--- src/source/hudCfg.svh ---
`ifndef HUD_CFG_SVH
`define HUD_CFG_SVH

// icon geometry, all three hearts share one row
`define HUD_ICON_SIZE 16
`define HUD_ICON_Y 11'd5
`define HUD_LEFT_X 11'd559
`define HUD_MID_X 11'd577
`define HUD_RIGHT_X 11'd595

`define HUD_INIT_LIVES 4'd3

// red 011 green 010 blue 11 in RGB332
`define HUD_HEART_COLOR 8'h6b
`define HUD_TRANSPARENT 8'hFF

// heart mask, bit 15 is the leftmost column of a row
`define HUD_HEART_ROW0 16'h0000
`define HUD_HEART_ROW1 16'h1C38
`define HUD_HEART_ROW2 16'h3E7C
`define HUD_HEART_ROW3 16'h7FFE
`define HUD_HEART_ROW4 16'h7FFE
`define HUD_HEART_ROW5 16'h7FFE
`define HUD_HEART_ROW6 16'h3FFC
`define HUD_HEART_ROW7 16'h3FFC
`define HUD_HEART_ROW8 16'h1FF8
`define HUD_HEART_ROW9 16'h0FF0
`define HUD_HEART_ROW10 16'h07E0
`define HUD_HEART_ROW11 16'h03C0
`define HUD_HEART_ROW12 16'h0180
`define HUD_HEART_ROW13 16'h0000
`define HUD_HEART_ROW14 16'h0000
`define HUD_HEART_ROW15 16'h0000

`endif

--- src/source/displayPkg.sv ---
`default_nettype none

package displayPkg;

	// screen position of the current pixel, wide enough for 800x600 timing
	typedef logic [10:0] coordT;

	// position inside one 16x16 heart icon
	typedef logic [3:0] offsetT;

	// red 3 bits, green 3 bits, blue 2 bits in the usual RGB332 order
	typedef struct packed {
		logic [2:0] red;   // msb field of the byte
		logic [2:0] green;
		logic [1:0] blue;  // lsb field
	} rgb332T;

	// one colour byte seen either as a whole code or as its RGB332 fields
	typedef union packed {
		logic [7:0] raw;   // compared against the transparent code
		rgb332T rgb;       // used for channel expansion
	} colorT;

endpackage

`default_nettype wire

--- src/source/gamePkg.sv ---
`default_nettype none

package gamePkg;

	// remaining lives, only 0 to 3 are ever shown
	typedef logic [3:0] livesT;

	// which heart icon a pixel belongs to
	typedef logic [1:0] iconIdxT;

	localparam iconIdxT ICON_LEFT = 2'd0;  // first to vanish
	localparam iconIdxT ICON_MID = 2'd1;
	localparam iconIdxT ICON_RIGHT = 2'd2; // last one standing
	localparam iconIdxT ICON_NONE = 2'd3;  // pixel outside every visible icon

endpackage

`default_nettype wire

--- src/source/lifeCounter.sv ---
`default_nettype none
`timescale 1ns/10ps

`include "hudCfg.svh"

module lifeCounter (
	input logic clk,
	input logic resetN,
	input logic enable,             // low while the game is paused
	input logic dieReq,             // death request from the game core
	output logic dieAck,            // four-phase acknowledge
	output logic lostAllLifes,      // sticky, cleared only by reset
	output gamePkg::livesT lives
);

	logic serveReq;                 // a new request is taken this edge
	logic lastLife;                 // the request being served kills the last heart
	gamePkg::livesT livesNext;      // decremented count, never below zero

	// ack low means the previous handshake is finished,
	// so a held dieReq is counted once only
	assign serveReq = dieReq && enable && !dieAck;

	assign lastLife = (lives == 4'd1);

	// saturate so a death with no lives left keeps zero
	assign livesNext = (lives == 4'd0) ? lives : lives - 4'd1;

	// acknowledge flop
	always_ff @(posedge clk or negedge resetN) begin
		if (!resetN) begin
			dieAck <= 1'b0;
		end
		else if (serveReq) begin
			dieAck <= 1'b1; // raise together with the decrement
		end
		else if (!dieReq) begin
			dieAck <= 1'b0; // requester released, close the handshake
		end
	end

	// life register
	always_ff @(posedge clk or negedge resetN) begin
		if (!resetN) begin
			lives <= `HUD_INIT_LIVES;
		end
		else if (serveReq) begin
			lives <= livesNext;
		end
	end

	// loss flag goes up on the edge that takes lives to zero
	always_ff @(posedge clk or negedge resetN) begin
		if (!resetN) begin
			lostAllLifes <= 1'b0;
		end
		else if (serveReq && lastLife) begin
			lostAllLifes <= 1'b1; // never cleared after this
		end
	end

endmodule

`default_nettype wire

--- src/source/lifeIcons.sv ---
`default_nettype none
`timescale 1ns/10ps

`include "hudCfg.svh"

module lifeIcons (
	input logic clk,
	input logic resetN,
	input displayPkg::coordT pixelX,
	input displayPkg::coordT pixelY,
	input gamePkg::livesT lives,
	output logic hit,                          // pixel is inside a visible heart bracket
	output displayPkg::offsetT iconOffsetX,    // column inside that heart
	output displayPkg::offsetT iconOffsetY     // row inside that heart
);

	logic inRow;                               // pixelY within the icon strip
	logic showLeft;
	logic showMid;
	logic showRight;
	gamePkg::iconIdxT iconSel;                 // leftmost matching icon
	displayPkg::coordT cornerX;                // left edge of the selected icon
	displayPkg::coordT diffX;
	displayPkg::coordT diffY;

	// true when pos lies in [start, start + icon size)
	function automatic logic inSpan(
		input displayPkg::coordT pos,
		input displayPkg::coordT start
	);
		displayPkg::coordT stop;
		stop = start + displayPkg::coordT'(`HUD_ICON_SIZE);
		inSpan = (pos >= start) && (pos < stop);
	endfunction

	assign inRow = inSpan(pixelY, `HUD_ICON_Y);

	// hearts disappear from the left as lives run out
	assign showLeft = inRow && inSpan(pixelX, `HUD_LEFT_X) && (lives > 4'd2);
	assign showMid = inRow && inSpan(pixelX, `HUD_MID_X) && (lives > 4'd1);
	assign showRight = inRow && inSpan(pixelX, `HUD_RIGHT_X) && (lives > 4'd0);

	// brackets do not overlap today but keep the left one first anyway
	always_comb begin
		if (showLeft) begin
			iconSel = gamePkg::ICON_LEFT;
		end
		else if (showMid) begin
			iconSel = gamePkg::ICON_MID;
		end
		else if (showRight) begin
			iconSel = gamePkg::ICON_RIGHT;
		end
		else begin
			iconSel = gamePkg::ICON_NONE;
		end
	end

	always_comb begin
		case (iconSel)
			gamePkg::ICON_LEFT: cornerX = `HUD_LEFT_X;
			gamePkg::ICON_MID: cornerX = `HUD_MID_X;
			gamePkg::ICON_RIGHT: cornerX = `HUD_RIGHT_X;
			default: cornerX = `HUD_LEFT_X; // offset is zeroed on a miss
		endcase
	end

	assign diffX = pixelX - cornerX;       // only low 4 bits matter on a hit
	assign diffY = pixelY - `HUD_ICON_Y;

	// stage one register
	always_ff @(posedge clk or negedge resetN) begin
		if (!resetN) begin
			hit <= 1'b0;
			iconOffsetX <= '0;
			iconOffsetY <= '0;
		end
		else if (iconSel != gamePkg::ICON_NONE) begin
			hit <= 1'b1;
			iconOffsetX <= diffX[3:0];
			iconOffsetY <= diffY[3:0];
		end
		else begin
			hit <= 1'b0;
			iconOffsetX <= '0; // no icon, no offset
			iconOffsetY <= '0;
		end
	end

endmodule

`default_nettype wire

--- src/source/heartBitmap.sv ---
`default_nettype none
`timescale 1ns/10ps

`include "hudCfg.svh"

module heartBitmap (
	input logic clk,
	input logic resetN,
	input logic hit,                         // from stage one
	input displayPkg::offsetT iconOffsetX,
	input displayPkg::offsetT iconOffsetY,
	output displayPkg::colorT iconColor      // heart colour or transparent
);

	logic [15:0] maskRow;    // row of the heart picked by iconOffsetY
	logic maskBit;           // column bit, msb is x = 0

	// small ROM built from the cfg rows
	always_comb begin
		case (iconOffsetY)
			4'd0: maskRow = `HUD_HEART_ROW0;
			4'd1: maskRow = `HUD_HEART_ROW1;
			4'd2: maskRow = `HUD_HEART_ROW2;
			4'd3: maskRow = `HUD_HEART_ROW3;
			4'd4: maskRow = `HUD_HEART_ROW4;
			4'd5: maskRow = `HUD_HEART_ROW5;
			4'd6: maskRow = `HUD_HEART_ROW6;
			4'd7: maskRow = `HUD_HEART_ROW7;
			4'd8: maskRow = `HUD_HEART_ROW8;
			4'd9: maskRow = `HUD_HEART_ROW9;
			4'd10: maskRow = `HUD_HEART_ROW10;
			4'd11: maskRow = `HUD_HEART_ROW11;
			4'd12: maskRow = `HUD_HEART_ROW12;
			4'd13: maskRow = `HUD_HEART_ROW13;
			4'd14: maskRow = `HUD_HEART_ROW14;
			default: maskRow = `HUD_HEART_ROW15;
		endcase
	end

	assign maskBit = maskRow[4'd15 - iconOffsetX]; // flip so x = 0 reads bit 15

	// stage two register
	always_ff @(posedge clk or negedge resetN) begin
		if (!resetN) begin
			iconColor.raw <= `HUD_TRANSPARENT; // nothing drawn out of reset
		end
		else if (hit && maskBit) begin
			iconColor.raw <= `HUD_HEART_COLOR;
		end
		else begin
			iconColor.raw <= `HUD_TRANSPARENT; // outside the heart shape
		end
	end

endmodule

`default_nettype wire

--- src/source/hudMux.sv ---
`default_nettype none
`timescale 1ns/10ps

`include "hudCfg.svh"

module hudMux (
	input logic clk,
	input logic resetN,
	input displayPkg::colorT iconColor,   // from stage two
	input displayPkg::colorT bgColor,     // arrives with the pixel, two stages early
	output logic [3:0] vgaR,
	output logic [3:0] vgaG,
	output logic [3:0] vgaB,
	output logic hudDrawing               // a heart pixel is on the channels
);

	displayPkg::colorT bgDly1;            // matches stage one
	displayPkg::colorT bgDly2;            // matches stage two
	displayPkg::colorT selColor;
	logic drawIcon;

	always_ff @(posedge clk or negedge resetN) begin
		if (!resetN) begin
			bgDly1 <= '0;
			bgDly2 <= '0;
		end
		else begin
			bgDly1 <= bgColor;
			bgDly2 <= bgDly1;
		end
	end

	assign drawIcon = (iconColor.raw != `HUD_TRANSPARENT); // raw byte view
	assign selColor = drawIcon ? iconColor : bgDly2;

	// stage three, RGB332 to 4 bits per channel by repeating the top bits
	always_ff @(posedge clk or negedge resetN) begin
		if (!resetN) begin
			vgaR <= '0;
			vgaG <= '0;
			vgaB <= '0;
			hudDrawing <= 1'b0;
		end
		else begin
			vgaR <= {selColor.rgb.red, selColor.rgb.red[2]};
			vgaG <= {selColor.rgb.green, selColor.rgb.green[2]};
			vgaB <= {selColor.rgb.blue, selColor.rgb.blue}; // 2 bits doubled
			hudDrawing <= drawIcon;
		end
	end

endmodule

`default_nettype wire

--- src/source/hudTop.sv ---
`default_nettype none
`timescale 1ns/10ps

module hudTop (
	input logic clk,
	input logic resetN,
	input logic enable,
	input logic dieReq,
	input displayPkg::coordT pixelX,
	input displayPkg::coordT pixelY,
	input displayPkg::colorT bgColor,
	output logic dieAck,
	output logic lostAllLifes,
	output gamePkg::livesT lives,
	output logic [3:0] vgaR,
	output logic [3:0] vgaG,
	output logic [3:0] vgaB,
	output logic hudDrawing
);

	logic hit;                            // stage one to two
	displayPkg::offsetT iconOffsetX;
	displayPkg::offsetT iconOffsetY;
	displayPkg::colorT iconColor;         // stage two to three

	lifeCounter counterInst (
		.clk(clk),
		.resetN(resetN),
		.enable(enable),
		.dieReq(dieReq),
		.dieAck(dieAck),
		.lostAllLifes(lostAllLifes),
		.lives(lives)
	);

	lifeIcons iconsInst (
		.clk(clk),
		.resetN(resetN),
		.pixelX(pixelX),
		.pixelY(pixelY),
		.lives(lives),                    // same count the game sees
		.hit(hit),
		.iconOffsetX(iconOffsetX),
		.iconOffsetY(iconOffsetY)
	);

	heartBitmap bitmapInst (
		.clk(clk),
		.resetN(resetN),
		.hit(hit),
		.iconOffsetX(iconOffsetX),
		.iconOffsetY(iconOffsetY),
		.iconColor(iconColor)
	);

	hudMux muxInst (
		.clk(clk),
		.resetN(resetN),
		.iconColor(iconColor),
		.bgColor(bgColor),                // delayed inside the mux
		.vgaR(vgaR),
		.vgaG(vgaG),
		.vgaB(vgaB),
		.hudDrawing(hudDrawing)
	);

endmodule

`default_nettype wire

--- config.mk ---
export PLATFORM = sky130hd
export DESIGN_NAME = hudTop
export DESIGN_NICKNAME = d
export VERILOG_FILES = /design/src/source/displayPkg.sv /design/src/source/gamePkg.sv /design/src/source/lifeCounter.sv /design/src/source/lifeIcons.sv /design/src/source/heartBitmap.sv /design/src/source/hudMux.sv /design/src/source/hudTop.sv
export VERILOG_INCLUDE_DIRS = /design/src /design/src/source
export SDC_FILE = /design/constraint.sdc
export NUM_CORES = 1
export LEC_CHECK = 0
export ABC_AREA = 1
export BUFFER_PORTS_ARGS = -buffer_cell sky130_fd_sc_hd__buf_2
export CORE_MARGIN = 1
export CORE_UTILIZATION = 36
export DETAILED_ROUTE_END_ITERATION = 8
export GPL_TIMING_DRIVEN = 0
export PLACE_DENSITY = 0.7
export SLEW_MARGIN = 30
export SYNTH_ARGS = -nofsm -noshare
export SYNTH_HDL_FRONTEND = slang
export SYNTH_SLANG_ARGS = --single-unit
--- constraint.sdc ---
create_clock -name clk -period 4 [get_ports clk]
set_input_delay 0.4 -clock clk [delete_from_list [all_inputs] [get_ports clk]]
set_output_delay 0.4 -clock clk [all_outputs]
set_load 0.005 [all_outputs]
# After elaboration in Yosys (flattened, before gate mapping)

Memories as Yosys holds them, arrays and structs flattened.
Index checks and enable logic that the tools add are counted.

Flip-flop bits (word level): 52
Memory bits (read-only): 224
Input bits: 34
Output and inout port bits: 19
Logic and storage cells: 67
Memories: 1

$add $sub $neg: 4
Magnitude comparators: 12
Eq/ne operators: 6
Muxes and demuxes: 13
Bitwise gates (word level): 1
Reductions and logical operators: 17

Memories:

| name             | depth | bits a word | read ports | clocked after memory_dff | wr ports | line              | RTL |
|---|---|---|---|---|---|---|---|
| (name not given) | 16    | 14          | 1          | 0                        | 0        | heartBitmap.sv:20 | `case (iconOffsetY)` |

Operator list:

| operator                                                      | count |
|---|---|
| >= comparator 11 x 10 -> 1 bit, second input constant         | 3 |
| < comparator 11 x 10 -> 1 bit, second input constant          | 3 |
| 2-to-1 mux 8 bit                                              | 2 |
| logical AND 1 bit                                             | 14 |
| >= comparator 11 x 3 -> 1 bit, second input constant          | 1 |
| < comparator 11 x 5 -> 1 bit, second input constant           | 1 |
| greater-than comparator 4 x 1 -> 1 bit, second input constant | 2 |
| 2-to-1 mux 4 bit                                              | 2 |
| != test 8 bit, second input constant                          | 1 |
| case mux 4 bit (2 select lines)                               | 1 |
| < comparator 4 x 5 -> 1 bit, second input constant            | 1 |
| 2-to-1 mux 1 bit                                              | 5 |
| binary-select mux 1 bit (select 4 bit)                        | 1 |
| == test 4 x 1 -> 1 bit, second input constant                 | 1 |
| greater-than comparator 4 x 2 -> 1 bit, second input constant | 1 |
| logical NOT 4 bit                                             | 1 |
| 2-to-1 mux 2 bit                                              | 2 |
| subtractor 4 x 1 -> 4 bit, second input constant              | 1 |
| subtractor 4 x 3 -> 4 bit, second input constant              | 1 |
| subtractor 4 bit                                              | 1 |
| subtractor 4 bit, first input constant                        | 1 |
| == test 2 x 1 -> 1 bit, second input constant                 | 1 |
| == test 2 bit, second input constant                          | 1 |
| != test 2 x 1 -> 1 bit, second input constant                 | 1 |
| other kinds (4)                                               | 4 |

# Logic depth before layout (Yosys ltp)

Gate-level depths: netlist of run 1.

Depth after elaboration: 11
Depth in mapped cells: 15
Mapped depth without buffers: 15

# Hierarchy

A second synthesis of run 1 with hierarchy kept.

Cells, all modules: 276
Area total of the unflattened synthesis: 2,223.4 µm²

By module, submodules not included:

| module      | times used | cells an instance | area each (µm²) | sequential area each (µm²) |
|---|---|---|---|---|
| hudMux      | 1          | 60                | 807.0           | 625.6 |
| lifeIcons   | 1          | 116               | 763.2           | 225.2 |
| heartBitmap | 1          | 62                | 327.8           | 26.3 |
| lifeCounter | 1          | 38                | 325.3           | 152.6 |

# Least setup slack after synthesis of run 1

OpenSTA, ideal clock, no wires.

Path kind: register to register
From: register counterInst.lives[0]
To: register iconsInst.iconOffsetX[3]
Library setup time: 130 ps
Arrival: 2,284 ps
Required time: 3,870 ps
Path slack: 1,586 ps
Cell stages (with the launch flop): 15
Buffers on the path: 0
Clock period less this slack: 2,414 ps
Path through: dfstp_2 inv_1 ha_1 o21ai_0 nand4_1 nor2_1 nand2_1 inv_1 nor2_1 ha_1 inv_1 ha_1 a21oi_1 xor2_1 nor2_1

Longest elaborated chain between the ends: 9
Elaborated cells on any way between the ends: 15
Those cells by class: 1 x add/sub; 3 x order compare; 3 x eq/ne; 5 x mux; 3 x reduce/logical

RTL lines:

| item                                                           | line              | RTL |
|---|---|---|
| from (decl)                                                    | lifeCounter.sv:13 | `output gamePkg::livesT lives` |
| from (signal assigned)                                         | lifeCounter.sv:45 | `` lives <= `HUD_INIT_LIVES; `` |
| from (signal assigned)                                         | lifeCounter.sv:48 | `lives <= livesNext;` |
| greater-than comparator 4 x 1 -> 1 bit                         | lifeIcons.sv:41   | `` assign showRight = inRow && inSpan(pixelX, `HUD_RIGHT_X) && (lives > 4'd0); `` |
| logical AND 1 bit                                              | lifeIcons.sv:41   |  |
| 2-to-1 mux 1 bit                                               | lifeIcons.sv:51   | `else if (showRight) begin` |
| 2-to-1 mux 2 bit                                               | lifeIcons.sv:48   | `else if (showMid) begin` |
| 2-to-1 mux 2 bit (*)                                           | lifeIcons.sv:45   | `if (showLeft) begin` |
| == test 2 bit / == test 2 x 1 -> 1 bit (equally long branches) | lifeIcons.sv:60   | `case (iconSel)` |
| case mux 4 bit (2 select lines)                                | lifeIcons.sv:60   |  |
| subtractor 4 bit                                               | lifeIcons.sv:68   | `assign diffX = pixelX - cornerX;` |
| 2-to-1 mux 4 bit (*)                                           | lifeIcons.sv:78   | `else if (iconSel != gamePkg::ICON_NONE) begin` |
| to (signal assigned)                                           | lifeIcons.sv:80   | `iconOffsetX <= diffX[3:0];` |
| to (decl)                                                      | lifeIcons.sv:13   | `output displayPkg::offsetT iconOffsetX,` |

Every way passes the cells marked *; elsewhere a longest branch is shown, timed or not.
A chain may end at the register's enable or synchronous reset.

# Final worst setup path of run 1

Same ends and word-level chain as after synthesis.

==> results.txt, run 1 <==
Max-cap violations in this run came to 0. Clock skew on the completed layout was measured at 0.00364 ns. The initial core utilization was 38.0%; the register bit count reported by yosys was 41. The mean instance size in the synthesized netlist is 8.82 um2. The area growth from synthesis to layout is 26.1%. The fraction of layout cells with a size suffix above 1 is 28.5%. The count of pins over their slew limit was 0. For this design the ratio of total power to cell area is 423 mW/mm2. For this design, the slowest cell found on the critical path is sky130_fd_sc_hd__dfstp_2. After clock tree synthesis, the clock-pin slew on the worst setup and hold paths is 0.08 ns.

Wires add up to 3390 um. The clock insertion delay at the later pin of the skew report was 0.28 ns. Setup violations remaining at the end of the flow were counted as 0. Walking the worst path, the cells encountered are inv_1 -> ha_1 -> o21ai_0 -> nand4_1 -> nor2_1 -> nand2_1 -> inv_1 -> nor2_1 -> ha_1 -> ha_1 -> a21o_1 -> a21oi_1 -> xor2_1 -> nor2_1. The number of global-route vias before repair is 1527. The cell area after technology mapping was 0.00197 mm2.

Number of iterations in the first detailed-routing pass: 4. The flow ran to the end, and the final reports show no timing, DRC or antenna violations. The critical path class is reg2reg. The logs give 0 for the total of hold buffers inserted after clock tree synthesis and 6260 um for the wire length of the first global-routing pass. The total I/O pin count is 53, and the maximum buffer depth of the clock tree is 2. The type of the most critical hold path was in2async. The region available for standard cell placement spans 0.00517 mm2.

In this run the static leakage power is 1.33 nW. After routing, the total negative slack on setup checks comes to 0 ns. Yosys printed 0 warnings. The commonest non-fill, non-tap cell in the layout is sky130_fd_sc_hd__buf_2. The cell sitting at the root of the clock tree is a sky130_fd_sc_hd__clkbuf_8. The final critical path takes up 65.7% of the cycle.

Entering global routing, the biggest net connects 42 pins. The final cell area excluding filler cells is 0.00248 mm2, and the post-synthesis sequential area ratio is 52.4%. The initial antenna violation count was 0.

On the critical path the largest part of the delay comes from adder cells. The number of different library cells used by synthesis comes to 28. The worst setup path is launched from a flip-flop. The tools report the headroom to the max-slew limit as 66.3%. The run gives 26 as the row count. TritonCTS built the clock tree. Measured along the y axis, the die boundary spans 75.9 um.

The pin slew with the least headroom to its limit was 0.505 ns. The per-cell routed wire length is 9.58 um, and the post-synthesis cell count is 223. The repair_antennas step left the layout with diodes totalling 0. The worst path needs 2.63 ns of the cycle, external delays included. The routed layout has 1564 vias. The post-detailed-placement cell area is 0.00231 mm2, and the number of buffers added on ports is 52. Setup slack on the critical path of the routed design comes to 1.37 ns.

The number of nets with antenna violations after routing is 0, and the number of buffers inserted during clock tree synthesis is 5. Across every metal layer, demand over resource in global routing totals 13.3%. Measured along the x axis, the die boundary spans 75.9 um. In the routed layout, each cell is associated on average with a via count of 4.42. The run gives 0.00576 mm2 as the area enclosed by the die boundary.

STA puts the critical path data required time at 4.16 ns. STA puts the critical path data arrival time at 2.79 ns. The total clock sinks is 41, and the post-cts gate resize count is 0. At the placement stage, the worst setup path has a slack of 1.35 ns. Setup repair after global routing left no endpoint under its margin. The maximum fanout encountered on the critical timing path works out to 4.

On the worst path, the slowest cell contributes a delay of 0.54 ns. STA classifies the critical path endpoint as a flip-flop. The number of nets handed over by synthesis was 267. After filler insertion, the fill cell instance count of the layout stands at 482. The placed wire-length estimate was 2700 um; the number of buffers added for setup after CTS was 0. In the routed design, unresolved DRC markers number 0. CTS built an H-tree with a depth of 2.

At the end of the flow, the number of nets in the layout was 327. The top cell types in the final layout, fill and taps aside, are 52 x sky130_fd_sc_hd__buf_2, 48 x sky130_fd_sc_hd__nand2_1, 38 x sky130_fd_sc_hd__dfrtp_1. For this run the aggregate overflow at the end of global routing stands at 0. The number of buffers and inverters on the critical path is 2. The final count of hold timing violations is 0, and the highest clock rate is 0.380 GHz. The logs give 0.204 mV for the maximum vdd ir drop and 33 for the DRC marker count from the first detailed-route iteration.

Routability-driven placement finished with a final weighted congestion of 0.843.
metrics by stage:
step / hold WS, ns / utilization, % / power, mW / cells
6_report: 0.0730 / 47.9 / 1.05 / 354
5_1_grt: 0.0962 / 47.9 / 1.11 / 354
4_1_cts: 0.209 / 47.4 / 1.06 / 353
3_5_place_dp: 0.336 / 44.8 / 0.669 / 345
3_3_place_gp: 0.332 / 44.8 / 0.663 / 345
2_1_floorplan: 0.104 / - / 0.585 / 223
state kept, by name (all words and copies together), names as in the netlist:
name / count
muxInst.bgDly2: 8
muxInst.hudDrawing: 1
bitmapInst.iconColor: 1
iconsInst.hit: 1
iconsInst.iconOffsetY: 4
muxInst.vgaR: 3
iconsInst.iconOffsetX: 4
muxInst.vgaG: 3
counterInst.dieAck: 1
muxInst.bgDly1: 8
counterInst.lostAllLifes: 1
counterInst.lives: 4
muxInst.vgaB: 2
metal layers:
| metal | up-vias | track usage (%) | wire (um) |
|---|---|---|---|
| met4 | 0 | 5.00 | 36 |
| li1 | 814 | - | - |
| met1 | 718 | 14.3 | 1410 |
| met3 | 4 | 2.65 | 93 |
| met2 | 28 | 25.6 | 1850 |
| met5 | - | 0 | 0 |
area by class of cell:
type,instances,area (um2),area share [%]
Buffer,5,33.8,1.36
Tap cell,70,87.6,3.53
Multi-Input combinational cell,142,772,31.1
Clock buffer,5,68.8,2.77
Clock inverter,3,68.8,2.77
Sequential cell,41,1030,41.5
Timing Repair Buffer,53,288,11.6
Inverter,35,131,5.30
kinds of logic (layout without fill, tap and decap cells):
logic type               after synthesis  count (layout)  share of synthesized area [%]
XOR/XNOR                               7               7                           3.12
AO/OA/AOI/OAI                         22              22                           6.49
flip-flops                            41              41                           52.4
adder cells (fa/ha/maj)               10              10                           6.74
buffers and inverters                 40             101                           8.40
AND/OR/NAND/NOR                      103             103                           22.9
report_power, final:
| group | switching [mW] | internal (mW) |
|---|---|---|
| sequential | 0.0235 | 0.460 |
| combinational | 0.0952 | 0.0817 |
| clock | 0.138 | 0.251 |
| total | 0.257 | 0.793 |
cells in the mapped netlist:
master	n	area, um2
sky130_fd_sc_hd__nand2_1	48	180
sky130_fd_sc_hd__dfrtp_1	38	951
sky130_fd_sc_hd__inv_1	32	120
sky130_fd_sc_hd__nor2_1	25	93.8
sky130_fd_sc_hd__nand3_1	13	65.1
sky130_fd_sc_hd__ha_1	9	113
sky130_fd_sc_hd__a21oi_1	7	35.0
sky130_fd_sc_hd__o21ai_0	6	30.0
sky130_fd_sc_hd__or2_2	6	37.5
sky130_fd_sc_hd__nand4_1	5	31.3
sky130_fd_sc_hd__buf_4	4	30.0
sky130_fd_sc_hd__xor2_1	4	35.0
sky130_fd_sc_hd__dfstp_2	3	78.8
sky130_fd_sc_hd__nor3_1	3	15.0
sky130_fd_sc_hd__o21ai_1	3	15.0
sky130_fd_sc_hd__xnor2_1	3	26.3
sky130_fd_sc_hd__inv_2	2	7.51
sky130_fd_sc_hd__o211ai_1	2	15.0
sky130_fd_sc_hd__a21o_1	1	7.51
sky130_fd_sc_hd__a22oi_1	1	7.51
sky130_fd_sc_hd__a31o_2	1	8.76
sky130_fd_sc_hd__clkbuf_1	1	3.75
sky130_fd_sc_hd__clkinv_1	1	3.75
sky130_fd_sc_hd__fa_1	1	20.0
sky130_fd_sc_hd__nand2_2	1	6.26
sky130_fd_sc_hd__nand3_2	1	10.0
sky130_fd_sc_hd__nor2_4	1	11.3
sky130_fd_sc_hd__o21ai_2	1	8.76
worst paths after layout:
| path | from | to | slack, ns | cells after the start |
|---|---|---|---|---|
| worst min register to register | muxInst.bgDly1[7]$_DFF_PN0_ | muxInst.bgDly2[7]$_DFF_PN0_ | 0.35 | 0 |
| max in group asynchronous | resetN | counterInst.lives[1]$_DFFE_PN1P_ | 3.37 | 2 |
| min in group clk | bgColor[0] | muxInst.bgDly1[0]$_DFF_PN0_ | 0.22 | 1 |
| worst max register to register | counterInst.lives[0]$_DFFE_PN1P_ | iconsInst.iconOffsetX[3]$_DFF_PN0_ | 1.37 | 14 |
| worst min-delay path | resetN | muxInst.vgaB[1]$_DFF_PN0_ | 0.07 | 1 |
| worst max-delay path | counterInst.lives[0]$_DFFE_PN1P_ | iconsInst.iconOffsetX[3]$_DFF_PN0_ | 1.37 | 14 |
Power figures use the tool's default switching activity.
==> run 2: changes to the inputs <==
--- a/config.mk
+++ b/config.mk
@@ -6,13 +6,13 @@
 export SDC_FILE = /design/constraint.sdc
 export NUM_CORES = 1
 export LEC_CHECK = 0
-export ABC_AREA = 1
+export ABC_AREA = 0
 export BUFFER_PORTS_ARGS = -buffer_cell sky130_fd_sc_hd__buf_2
 export CORE_MARGIN = 1
 export CORE_UTILIZATION = 36
 export DETAILED_ROUTE_END_ITERATION = 8
 export GPL_TIMING_DRIVEN = 0
-export PLACE_DENSITY = 0.7
+export PLACE_DENSITY = 0.71
 export SLEW_MARGIN = 30
 export SYNTH_ARGS = -nofsm -noshare
 export SYNTH_HDL_FRONTEND = slang
==> constraint.sdc (replaced) <==
create_clock -name clk -period 2.43 [get_ports clk]
set_input_delay 0.243 -clock clk [delete_from_list [all_inputs] [get_ports clk]]
set_output_delay 0.243 -clock clk [all_outputs]
set_load 0.005 [all_outputs]
==> run 2 against run 1 <==
Against the previous run:
- register-to-register slack worse by 1.3 ns
- flip-flop and latch count stayed put
- first-iteration DRC count grew 33%
- total power is 56% higher
- final area fell by 0.55%
- utilization is essentially flat
- global-route usage is 0.58 points lower
- area after synthesis fell by 2.3%
- critical path type is now in2reg
- highest routed layer unchanged
==> results.txt, run 2 <==
From synthesis to final layout, the design area changed by 28.3%. In the post-synthesis netlist, the cell with the most instances is sky130_fd_sc_hd__dfrtp_1. The row count was 26 (unchanged); the DRC violation count after routing was 0 (unchanged). Final weighted congestion in routability-driven placement: 0.843 (about the same).

The number of distinct library cells after synthesis is 40 (+43%). The top cell types in the final layout, fill and taps aside, are 52 x sky130_fd_sc_hd__buf_2, 38 x sky130_fd_sc_hd__dfrtp_1, 14 x sky130_fd_sc_hd__nor2_1. The clock insertion delay at the later pin of the skew report was 0.28 ns (about the same).

The startpoint identified for the worst hold timing path is bgColor[7]. The worst hold path belongs to the class in2reg. The run gives 224 (-16%) as the total nets after synthesis.

The largest registers in the layout are muxInst.bgDly1 (8), muxInst.bgDly2 (8). The total I/O pin count was 53 (unchanged); the worst-case reg-to-reg path depth was 12 (-2). The reg-to-reg critical path startpoint is counterInst.lives[0]$_DFFE_PN1P_. The detailed-route vias per instance was 4.66 (+5.5%).

Die outline height: 75.1 um (-1.1%). Per-cell routed wire length: 10.8 um (+13%). The flow ran to the end, and the final reports show no timing, DRC or antenna violations.

The mean instance size in the synthesized netlist was 10.7 um2 (+21%); the area enclosed by the die boundary was 0.00563 mm2 (-2.2%). The residual overflow from global routing was 0 (unchanged). The number of buffers inserted during clock tree synthesis is 5 (unchanged). The count of pins over their slew limit came out at 0 (unchanged). The tools report the relative contribution of sequential cells to total power as 49.5% (+3.4 points). Maximum fanout encountered on the critical timing path: 3 (-1).

For the Yosys warning count, the log shows 0 (unchanged). The number of buffers added on ports was 52 (unchanged); the number of global-route vias before repair was 1319 (-14%). The endpoint of the most critical register-to-register path is iconsInst.iconOffsetX[3]$_DFF_PN0_. The pin slew with the least headroom to its limit came out at 0.567 ns (+0.0619 ns). The arrival time at the worst endpoint was 2.57 ns (-0.22 ns). In the post-synthesis netlist, the biggest area contributors are sky130_fd_sc_hd__dfrtp_1 49%, sky130_fd_sc_hd__ha_1 5.9%, sky130_fd_sc_hd__dfstp_2 4.1%, sky130_fd_sc_hd__nand2b_1 3.9%, sky130_fd_sc_hd__xnor2_1 3.2%.

The combinational share of power is 18.7% (+1.9 points), and the post-route clock skew is 0.00408 ns (+0.000443 ns). The number of buffer and inverter stages on the critical path came out at 1 (-1). Critical path endpoint category: a flip-flop. Among all stages on the critical path, the largest delay is contributed by sky130_fd_sc_hd__or4_1. The net switching share of the total power was 25.3% (+0.87 points). The clock slew seen by the registers of the worst setup and hold paths is 0.07 ns (about the same), and the register bit count reported by yosys is 41 (unchanged). The tools report the type of element launching the critical path as a primary input. The headroom to the max-slew limit was 62.0% (-4.4 points); the final count of hold timing violations was 0 (unchanged).

The initial core utilization was 37.4% (-0.64 points). The run gives 3390 um (about the same) as the final wirelength. The total power is 1.63 mW (+56%). The DRC marker count from the first detailed-route iteration is 44 (+33%).

For this run, the top clock speed supported by timing is 0.415 GHz. The power density relative to cell area was 662 mW/mm2 (+56%); the maximum level of the CTS H-tree was 2 (unchanged). The library cell with the largest summed area after synthesis was sky130_fd_sc_hd__dfrtp_1. The signal on the critical path passes through buf_2 -> or4_1 -> or4_4 -> a221oi_4 -> and2_1 -> ha_2 -> ha_1 -> a21o_1 -> a21oi_2 -> xnor2_1 -> nor2_1. The number of nets with antenna violations after routing was 0 (unchanged); the total leakage power was 1.15 nW (-14%). The core occupancy in the finished layout is 48.0% (about the same), and the initial antenna violation count is 0 (unchanged). The run gives 0.0622 ns (-0.0108 ns) as the worst hold slack. For hold timing, the worst endpoint is muxInst.bgDly1[7]$_DFF_PN0_. The delay of the slowest cell on the worst path is 0.50 ns (-0.04 ns), and the portion of total power attributed to the clock network is 31.7% (-5.4 points). The logs give 0.462 mV (+130%) for the maximum vdd ir drop and 287 (-12%) for the net count of the finished layout. The number of antenna repair diodes came out at 0 (unchanged).

The tree is rooted in a sky130_fd_sc_hd__clkbuf_8. The logs give 5500 um (-12%) for the wire length of the first global-routing pass and 180 (-19%) for the post-synthesis cell count. The cell area after technology mapping was 0.00192 mm2 (-2.3%). TritonCTS built the clock tree.

In the synthesized netlist, the cells that appear most often are 38 x sky130_fd_sc_hd__dfrtp_1, 14 x sky130_fd_sc_hd__nor2_1, 12 x sky130_fd_sc_hd__nand2b_1, 12 x sky130_fd_sc_hd__o21ai_0. The fraction of layout cells with a size suffix above 1 came out at 34.0% (+5.5 points). The total clock sinks is 41 (unchanged). Setup repair after global routing could not meet its margin everywhere. The number of instances on the worst hold path came out at 1. The number of iterations in the first detailed-routing pass was 4 (unchanged); the final critical path time including I/O delays and setup was 2.41 ns. After layout, the worst path uses 99.1% of the clock period. The area of the core was 0.00514 mm2 (-0.63%). Grouping stages by cell kind, the critical path spends the most delay in simple AND/OR/NAND/NOR gates. The final setup violation count is 0 (unchanged), and the fraction of synthesized cell area taken by the top area cell type is 49.5% (+1.1 points). The design internal power is 1.22 mW (+54%), and the reported net switching power is 414 uW (+61%). The number of enable flip-flop cells after synthesis came out at 0 (unchanged). The die span in x is 75.1 um (-1.1%), and the placed wire-length estimate is 2520 um (-6.5%). Pin count of the biggest net entering global routing: 42 (unchanged). The maximum buffer depth of the clock tree is 2 (unchanged), and the async set-reset flop share out of synthesis is 100% (unchanged). Leaving out fill and tap cells, the most frequent cell in the layout is sky130_fd_sc_hd__buf_2.

In the synthesized netlist the dominant register cell turns out to be sky130_fd_sc_hd__dfrtp_1. The tools report the overall global routing resource usage as 12.8% (-0.58 points). Critical path class: in2reg.

Via count of the routed design: 1463 (-6.5%). The logs give 53.6% (+1.2 points) for the post-synthesis sequential area ratio and 0 (unchanged) for the max capacitance violation total. The required time of the critical path was 2.59 ns (-1.57 ns); the worst reg-to-reg setup slack was 0.10 ns (-1.27 ns).
[run 2: timing repair]
| action | in CTS | in global routing |
|---|---|---|
| pin swaps | 1 | 2 |
| endpoints found under the hold margin | 0 | 38 |
| gates resized for setup | 3 | 7 |
| setup buffers | 4 | 0 |
| setup endpoints to repair | 1 | 9 |
| hold buffers | 0 | 1 |
[run 2: cell type report]
type	instances	area [um2]
timing repair buffer	57	303
clock inverter	2	38.8
sequential	41	1030
multi-input combinational	118	843
inverter	11	41.3
fill	492	2670
clock buffer	6	72.6
buffer	9	50.0
tap	70	87.6
[run 2: metal layers]
layer / part of all wire, % / vias up / GRT usage [%]
met5: 0 / - / 0
met4: 0.80 / 0 / 4.61
met3: 3.0 / 2 / 2.68
met2: 52 / 25 / 21.7
met1: 44 / 696 / 16.1
li1: - / 740 / -
[run 2: cells by family (layout without fill, tap and decap cells)]
family	after synthesis	in the layout	synth area share (%)
mux	2	2	1.04
fa+ha+maj	10	10	6.90
flops	41	41	53.6
simple gates	55	55	14.9
compound gates	42	42	14.5
buf+inv	21	85	4.95
xor+xnor	9	9	4.10
[run 2: worst max-delay path by stage]
| stage | start | to | depth (start not counted) |
|---|---|---|---|
| floorplan | pixelY[6] | iconsInst.iconOffsetX[3]$_DFF_PN0_ | 10 |
| global placement | pixelY[6] | iconsInst.iconOffsetX[3]$_DFF_PN0_ | 11 |
| detailed placement | pixelY[6] | iconsInst.iconOffsetX[3]$_DFF_PN0_ | 11 |
| CTS | pixelY[6] | iconsInst.iconOffsetX[3]$_DFF_PN0_ | 11 |
| global route | pixelY[6] | iconsInst.iconOffsetX[3]$_DFF_PN0_ | 11 |
| finish | pixelY[6] | iconsInst.iconOffsetX[3]$_DFF_PN0_ | 11 |
[run 2: metrics by stage]
stage	setup TNS [ns]	cell area (um2)	std cells	setup WS, ns
floorplan	-0.101	1940	180	-0.101
global placement	-0.622	2290	302	-0.320
detailed placement	-0.758	2290	302	-0.360
CTS	-0.0504	2430	314	-0.0441
global route	-0.162	2470	314	-0.119
finish	0	2470	314	0.0226
[run 2: power groups by stage]
stage / clock network (mW) / logic, mW / registers, mW
2_1_floorplan: 0 / 0.155 / 0.819
3_3_place_gp: 0 / 0.282 / 0.821
3_5_place_dp: 0 / 0.294 / 0.819
4_1_cts: 0.532 / 0.297 / 0.810
5_1_grt: 0.561 / 0.356 / 0.819
6_report: 0.518 / 0.306 / 0.809
